## src/nnFixedPkg.sv

```systemverilog
`default_nettype none

package nnFixedPkg;

	// signed fixed-point word shared by activations, weights and biases.
	typedef logic signed [31:0] fixedWord;

	// lowest sum bit that survives the ReLU.
	localparam int fracBits = 13;

	// width of the ReLU slice, sum bits 28 down to 13.
	localparam int resultWidth = 16;

	// non-negative ReLU output.
	typedef logic [resultWidth-1:0] resultWord;

endpackage

`default_nettype wire

```

## src/nnLayerPkg.sv

```systemverilog
`default_nettype none

package nnLayerPkg;

	// every neuron owns a slot of 2**slotBits memory words.
	// the memory address is the neuron number above the slot index,
	// so requester i of the arbiter is also neuron i and slot i.
	localparam int slotBits = 4;

	// top word of each slot holds the bias.
	localparam int biasIndex = (1 << slotBits) - 1;

	// weights fill the slot below the bias word.
	localparam int maxInputs = biasIndex;

	// word index within one slot.
	typedef logic [slotBits-1:0] slotIndex;

endpackage

`default_nettype wire

```

## src/weightBus.sv

```systemverilog
`timescale 1ns/1ps
`default_nettype none

interface weightBus;
	import nnFixedPkg::*;
	import nnLayerPkg::*;

	// request side, held by the neuron until granted.
	logic req;
	slotIndex index;

	// grant is a one-cycle strobe, rdValid follows it one cycle later.
	logic grant;
	logic rdValid;
	fixedWord rdData;

	modport neuron (
		output req,
		output index,
		input grant,
		input rdValid,
		input rdData
	);

	modport arbiter (
		input req,
		input index,
		output grant,
		output rdValid,
		output rdData
	);

endinterface

`default_nettype wire

```

## src/neuronUnit.sv

```systemverilog
`timescale 1ns/1ps
`default_nettype none

module neuronUnit #(
	parameter int inputCount = 15
) (
	input logic clk,
	input logic reset,
	input logic start,
	input nnFixedPkg::fixedWord [inputCount-1:0] acts,
	weightBus.neuron bus,
	output logic resultValid,
	output nnFixedPkg::resultWord result
);
	import nnFixedPkg::*;
	import nnLayerPkg::*;

	// weight indexes stay below the bias slot.
	localparam int weightCount = (inputCount < maxInputs) ? inputCount : maxInputs;
	localparam slotIndex lastWeight = slotIndex'(weightCount - 1);

	logic busy;
	logic req;
	logic launch;
	logic biasRead;
	slotIndex index;
	slotIndex readIndex;
	fixedWord [inputCount-1:0] actsHeld;
	fixedWord acc;
	fixedWord product;
	fixedWord term;
	fixedWord sumNext;

	assign bus.req = req;
	assign bus.index = index;

	// start counts only for an idle unit.
	assign launch = start && !busy;

	// index of the word now on rdData, captured at its grant.
	assign biasRead = (readIndex == slotIndex'(biasIndex));

	// products wrap at 32 bits, like the sums.
	assign product = $signed(actsHeld[readIndex]) * $signed(bus.rdData);
	assign term = biasRead ? bus.rdData : product;
	assign sumNext = acc + term;

	always_ff @(posedge clk)
	begin
		if (reset)
		begin
			busy <= 1'b0;
			req <= 1'b0;
			resultValid <= 1'b0;
		end
		else
		begin
			resultValid <= 1'b0;
			if (launch)
			begin
				busy <= 1'b1;
				req <= 1'b1;
			end
			// bias is the last word requested.
			if (bus.grant && index == slotIndex'(biasIndex))
				req <= 1'b0;
			if (bus.rdValid && biasRead)
			begin
				busy <= 1'b0;
				resultValid <= 1'b1;
			end
		end
	end

	always_ff @(posedge clk)
	begin
		if (launch)
		begin
			actsHeld <= acts;
			acc <= '0;
			index <= '0;
		end
		else
		begin
			if (bus.grant)
			begin
				readIndex <= index;
				if (index == lastWeight)
					index <= slotIndex'(biasIndex);
				else
					index <= index + 1'b1;
			end
			if (bus.rdValid)
				acc <= sumNext;
		end
	end

	// ReLU keeps bits 28 down to 13 of a non-negative sum.
	always_ff @(posedge clk)
	begin
		if (bus.rdValid && biasRead)
		begin
			if (sumNext < 0)
				result <= '0;
			else
				result <= sumNext[fracBits+resultWidth-1:fracBits];
		end
	end

endmodule

`default_nettype wire

```

## src/flat_wrapper.sv

```systemverilog
// flat-port wrapper written by rule: the top's interface ports become plain ports
module neuronUnit_flat import nnFixedPkg::*; import nnLayerPkg::*;
#(
	parameter int inputCount = 15
)
  (clk, reset, start, acts, resultValid, result, bus_req, bus_index, bus_grant, bus_rdValid, bus_rdData);
  weightBus bus_i ();
  input logic clk;
  input logic reset;
  input logic start;
  input nnFixedPkg::fixedWord [inputCount-1:0] acts;
  output logic resultValid;
  output nnFixedPkg::resultWord result;
  output wire logic [$bits(bus_i.req)-1:0] bus_req;
  output wire logic [$bits(bus_i.index)-1:0] bus_index;
  input wire logic [$bits(bus_i.grant)-1:0] bus_grant;
  input wire logic [$bits(bus_i.rdValid)-1:0] bus_rdValid;
  input wire logic [$bits(bus_i.rdData)-1:0] bus_rdData;
  assign bus_req = bus_i.req;
  assign bus_index = bus_i.index;
  assign bus_i.grant = bus_grant;
  assign bus_i.rdValid = bus_rdValid;
  assign bus_i.rdData = bus_rdData;
  neuronUnit #(.inputCount(inputCount)) u_core (.clk(clk), .reset(reset), .start(start), .acts(acts), .bus(bus_i), .resultValid(resultValid), .result(result));
endmodule
```

## config.mk

```make
export PLATFORM = sky130hd
export DESIGN_NAME = neuronUnit_flat
export DESIGN_NICKNAME = d
export VERILOG_FILES = /design/src/nnFixedPkg.sv /design/src/nnLayerPkg.sv /design/src/weightBus.sv /design/src/neuronUnit.sv /design/src/flat_wrapper.sv
export SDC_FILE = /design/constraint.sdc
export NUM_CORES = 2
export LEC_CHECK = 0
export ABC_AREA = 1
export BUFFER_PORTS_ARGS = -buffer_cell sky130_fd_sc_hd__buf_2
export CORE_MARGIN = 2
export CORE_UTILIZATION = 59
export CTS_CLUSTER_DIAMETER = 40
export CTS_CLUSTER_SIZE = 28
export DETAILED_ROUTE_END_ITERATION = 6
export GPL_ROUTABILITY_DRIVEN = 0
export PLACE_DENSITY = 0.86
export SYNTH_ARGS = -nofsm -noshare
export SYNTH_HDL_FRONTEND = slang
export SYNTH_SLANG_ARGS = --single-unit
```

## constraint.sdc

```tcl
create_clock -name clk -period 18.9 [get_ports clk]
set_input_delay 1.89 -clock clk [delete_from_list [all_inputs] [get_ports clk]]
set_output_delay 1.89 -clock clk [all_outputs]
set_load 0.03 [all_outputs]
```

# Word level (Yosys, flattened, before mapping)
# Index checks and enable logic that the tools add are counted.
dict set report totals {
  in_bits 517
  n_memories 0
  regBits 539
  out_inout_bits 22
  latch_bits 0
  ram_bits 0
  mem_bits_ro 0
}
dict set report op_classes {
  n_mux 5
  div_mod_pow 0
  n_addsub 2
  mul 1
  n_bitwise 1
  reduce_logical 7
  shifts 0
  magnitude_cmp 2
  n_eq_ne 3
}
# operator n
set ops {}
lappend ops {{32-bit binary-select mux with 4-bit select} 1}
lappend ops {{32-bit two-way mux} 2}
lappend ops {{32-bit adder} 1}
lappend ops {{32-bit by 1-bit less-than comparator with 1-bit output (second input constant)} 1}
lappend ops {{32-bit by 32-bit multiplier with 32-bit output} 1}
lappend ops {{4-bit == test (second input constant)} 3}
lappend ops {{4-bit by 5-bit less-than comparator with 1-bit output (second input constant)} 1}
lappend ops {{4-bit by 1-bit adder with 4-bit output (second input constant)} 1}
lappend ops {{4-bit two-way mux} 1}
lappend ops {{2-bit OR reduction} 2}
lappend ops {{1-bit logical AND} 3}
lappend ops {{2-bit AND reduction} 1}
lappend ops {{1-bit zero test} 1}
lappend ops {{1-bit two-way mux} 1}
lappend ops {{1-bit inverter} 1}

# Longest topological paths before layout
dict set report logic_depth {
  word_depth 6
  depth_mapped 56
  mapped_depth_nobuf 52
}

# Worst setup path before layout
# Ideal clock, no wire load.
dict set report synth_timing {
  path_kind {input-to-reg}
  from {input start}
  to {register u_core.readIndex[0] (enable)}
  setup_ns 1.075
  arrival_ns 16.505
  setup_slack_ns 1.320
  t_required_ns 17.825
  cell_stages 4
  cell_sequence {inv_1 nor2_1 clkbuf_1 nor2_1}
}
dict set report synth_via {
  elab_chain_cells 3
}
# item line
set synth_rtl {}
lappend synth_rtl {{from (decl)} flat_wrapper.sv:10} ;# input logic start;
lappend synth_rtl {{1-bit logical AND} neuronUnit.sv:38} ;# assign launch = start && !busy;
lappend synth_rtl {{named net u_core.launch} neuronUnit.sv:24} ;# logic launch;
lappend synth_rtl {{1-bit inverter (no source line)} -}
lappend synth_rtl {{2-bit AND reduction (no source line)} -}
lappend synth_rtl {{to (signal assigned)} neuronUnit.sv:87} ;# readIndex <= index;
lappend synth_rtl {{to (decl)} neuronUnit.sv:27} ;# slotIndex readIndex;
# The timed path passes the listed nets, and every way through them passes these cells.
# A chain may end at the register's enable or synchronous reset.

# Worst setup path in the final report
dict set report layout_timing {
  from {register u_core.readIndex[1]}
  to {register u_core.result[14] (data pin)}
}
dict set report layout_via {
  elab_chain_cells 6
  elab_cells_between_ends 7
}
# item line
set layout_rtl {}
lappend layout_rtl {{32-bit binary-select mux with 4-bit select} neuronUnit.sv:44} ;# assign product = $signed(actsHeld[readIndex]) * $signed(bus.rdData);
lappend layout_rtl {{32-bit two-way mux (implied by the code)} neuronUnit.sv:44}
lappend layout_rtl {{32-bit by 32-bit multiplier with 32-bit output} neuronUnit.sv:44}
lappend layout_rtl {{32-bit two-way mux (*)} neuronUnit.sv:45} ;# assign term = biasRead ? bus.rdData : product;
lappend layout_rtl {{32-bit adder (*)} neuronUnit.sv:46} ;# assign sumNext = acc + term;
lappend layout_rtl {{32-bit by 1-bit less-than comparator with 1-bit output} neuronUnit.sv:103} ;# if (sumNext < 0)
lappend layout_rtl {{to (signal assigned)} neuronUnit.sv:106} ;# result <= sumNext[fracBits+resultWidth-1:fracBits];
lappend layout_rtl {{to (decl)} neuronUnit.sv:13} ;# output nnFixedPkg::resultWord result
# Every way passes the cells marked *; elsewhere a longest branch is shown, timed or not. The select of a mux whose other input is x is not followed.

==> results_dict.tcl <==
set metrics [dict create \
    path_buf_inv 10 \
    cts_resized 0 \
    clk_latency_ns 0.68 \
    hold_viol_final 0 \
    slew_headroom 0.197 \
    die_area_um2 68800 \
    die_h_um 262 \
    vias 33481 \
    maxSlewViolCount 0 \
    post-dp-hpwl_um 94900 \
    yosysUniqueCellTypes 45 \
    yosys_warnings 0 \
    synth_area_leaders "edfxtp_1, fa_1, nand2_1" \
    crit_top_cell "inv_1" \
    hp-class "flip-flop to flip-flop" \
    setup_tns_ns 0 \
    cts-root-buf "clkbuf_16" \
    syn_avg_cell_area_um2 9.34 \
    crit_path_end_kind "flip-flop" \
    drt_iter0_drc 4716 \
    clock_sinks 539 \
    cts_hold_buf 0 \
    cp_max_fo 61 \
    grt_overflow_total 0 \
    ys.flop_type "edfxtp_1" \
    cp.arrival_ns 13.53 \
    crit_path_start_kind "flip-flop" \
    grt_start_max_net_pins 147 \
    avgRoutedWirePerCell_um 23.0 \
    coreArea_um2 65900 \
    fin_crit_ns 13.18 \
    ys_seq_area_frac 0.401 \
    nFillCells 4547 \
    status "complete, no violations" \
    grt_pass1_vias 33833 \
    setup_viol 0 \
    fp.dieW_um 262 \
    instances_no_fill 5655 \
    synthArstFlopShare 0 \
    synth_area_um2 39400 \
    cts_made_buffers 68 \
    row_count 94 \
    io_pins 539 \
    start_util 0.598 \
    finalClockSkew_ns 0.0787 \
    period_share 0.698 \
    postRouteAntennaNets 0 \
    drc_errors 0 \
    cts_setup_buffers 0 \
    synthCells 4214 \
    synth_top_area_frac 0.381 \
    htreeDepth 3 \
    viasPerCell 5.92 \
    yosys.area.top_type "edfxtp_1" \
    clk_path_buf_depth 3 \
    synth-edff-count 500 \
    port_buffers 538 \
    drive_gt1_frac 0.151 \
    synth_nets 5325 \
    rsz0062_at_grt "false" \
    syn2layout_area_growth_pct 14.7 \
    drtPass1Iterations 6 \
    max_freq_mhz 75.8 \
    crit_family "adder cells" \
    grt_pass1_wl_um 192000 \
    worst_pin_slew_ns 1.20 \
    antenna_found_initial 64 \
    cts_tree "done" \
    worstSetupPathType "flip-flop to flip-flop" \
    cap_violations 0 \
    final_nets 5785 \
    cp_slowest_cell "nor2_4" \
    cpPeakStageDelay_ns 0.98 \
    routed_wl_um 130000 \
    synth_seq_cells 539 \
    place_inst 5468 \
    path_clk_slew_ns 0.06 \
    crit_required_ns 19.25 \
    grt_util_all_layers 0.368 \
]
==> cell usage after synthesis (all sizes together), types with 10 or more instances <==
cell type and number:
buf 82, inv 772, nor2 493, clkbuf 96, nand3b 13, clkinv 21
a22oi 10, o211ai 20, xor2 34, or2 13, nand3 258, ha 185
nand4 32, fa 409, edfxtp 500, o21ai 137, nand2 928, xnor2 21
a21oi 94, dfxtp 39
==> cell families after synthesis <==
kind of cell / after synthesis / synth area share
adder cells (fa/ha/maj): 594 / 0.267
XOR/XNOR: 55 / 0.0122
flip-flops: 539 / 0.401
AND/OR/NAND/NOR: 1748 / 0.180
buffers and inverters: 971 / 0.0955
AO/OA/AOI/OAI: 307 / 0.0439
==> flip-flops by register name (all words and copies together), names as in the netlist <==
name,cells
u_core.acc,32
u_core.actsHeld,480
u_core.bus.index,4
u_core.bus.req,1
u_core.busy,1
u_core.readIndex,4
u_core.result,16
u_core.resultValid,1
==> tightest hold or removal path, stage by stage, from the launching register on <==
cell and delay (ns):
dfxtp_1 0.31, nand2_1 0.06, a21oi_1 0.06
==> stage by stage <==
step / area [um^2] / util / hold WS, ns / setup slack, ns
2_1_floorplan: 39400 / - / 0.445 / 1.32
6_report: 45200 / 0.686 / 0.483 / 5.72
3_5_place_dp: 42600 / 0.647 / 0.478 / 6.14
5_1_grt: 45200 / 0.686 / 0.512 / 4.90
3_3_place_gp: 42600 / 0.647 / 0.452 / 6.44
4_1_cts: 45000 / 0.684 / 0.484 / 6.08
==> cell type report <==
type                    count  area, um^2  area share
flip-flops and latches    539       15800       0.350
inverters                 793        2980      0.0660
well taps                 864        1080      0.0239
repair buffers            568        2940      0.0651
diodes                     63         158     0.00349
clock buffers              71        1740      0.0386
multi-input cells        2704       19800       0.439
clock inverters            53         641      0.0142
==> cells in the final DEF (no fill, tap or decap), types with 94 or more instances in the layout <==
cell	n
nand2_1	922
inv_1	762
buf_2	538
edfxtp_1	500
nor2_1	480
fa_1	409
nand3_1	258
ha_1	185
o21ai_0	111
a21oi_1	94
==> final timing paths <==
kind / slack [ns] / end / startpoint / depth (start not counted)
max: 5.72 / u_core.result[14] / u_core.readIndex[1] / 47
max reg2reg: 5.72 / u_core.result[14] / u_core.readIndex[1] / 47
min reg2reg: 0.48 / u_core.acc[0] / u_core.acc[0] / 2
min: 0.48 / u_core.acc[0] / u_core.acc[0] / 2
==> metal layers <==
layer | vias to the layer above | global-route usage | wire, um
li1 | 14174 | - | -
met1 | 15751 | 0.431 | 41300
met2 | 2820 | 0.574 | 60000
met3 | 718 | 0.108 | 17300
met4 | 18 | 0.281 | 11100
met5 | - | 0 | 123
Power is left out: the tool's default activity adds up to more than one toggle a clock period on the data nets, which glitch-free logic cannot reach.
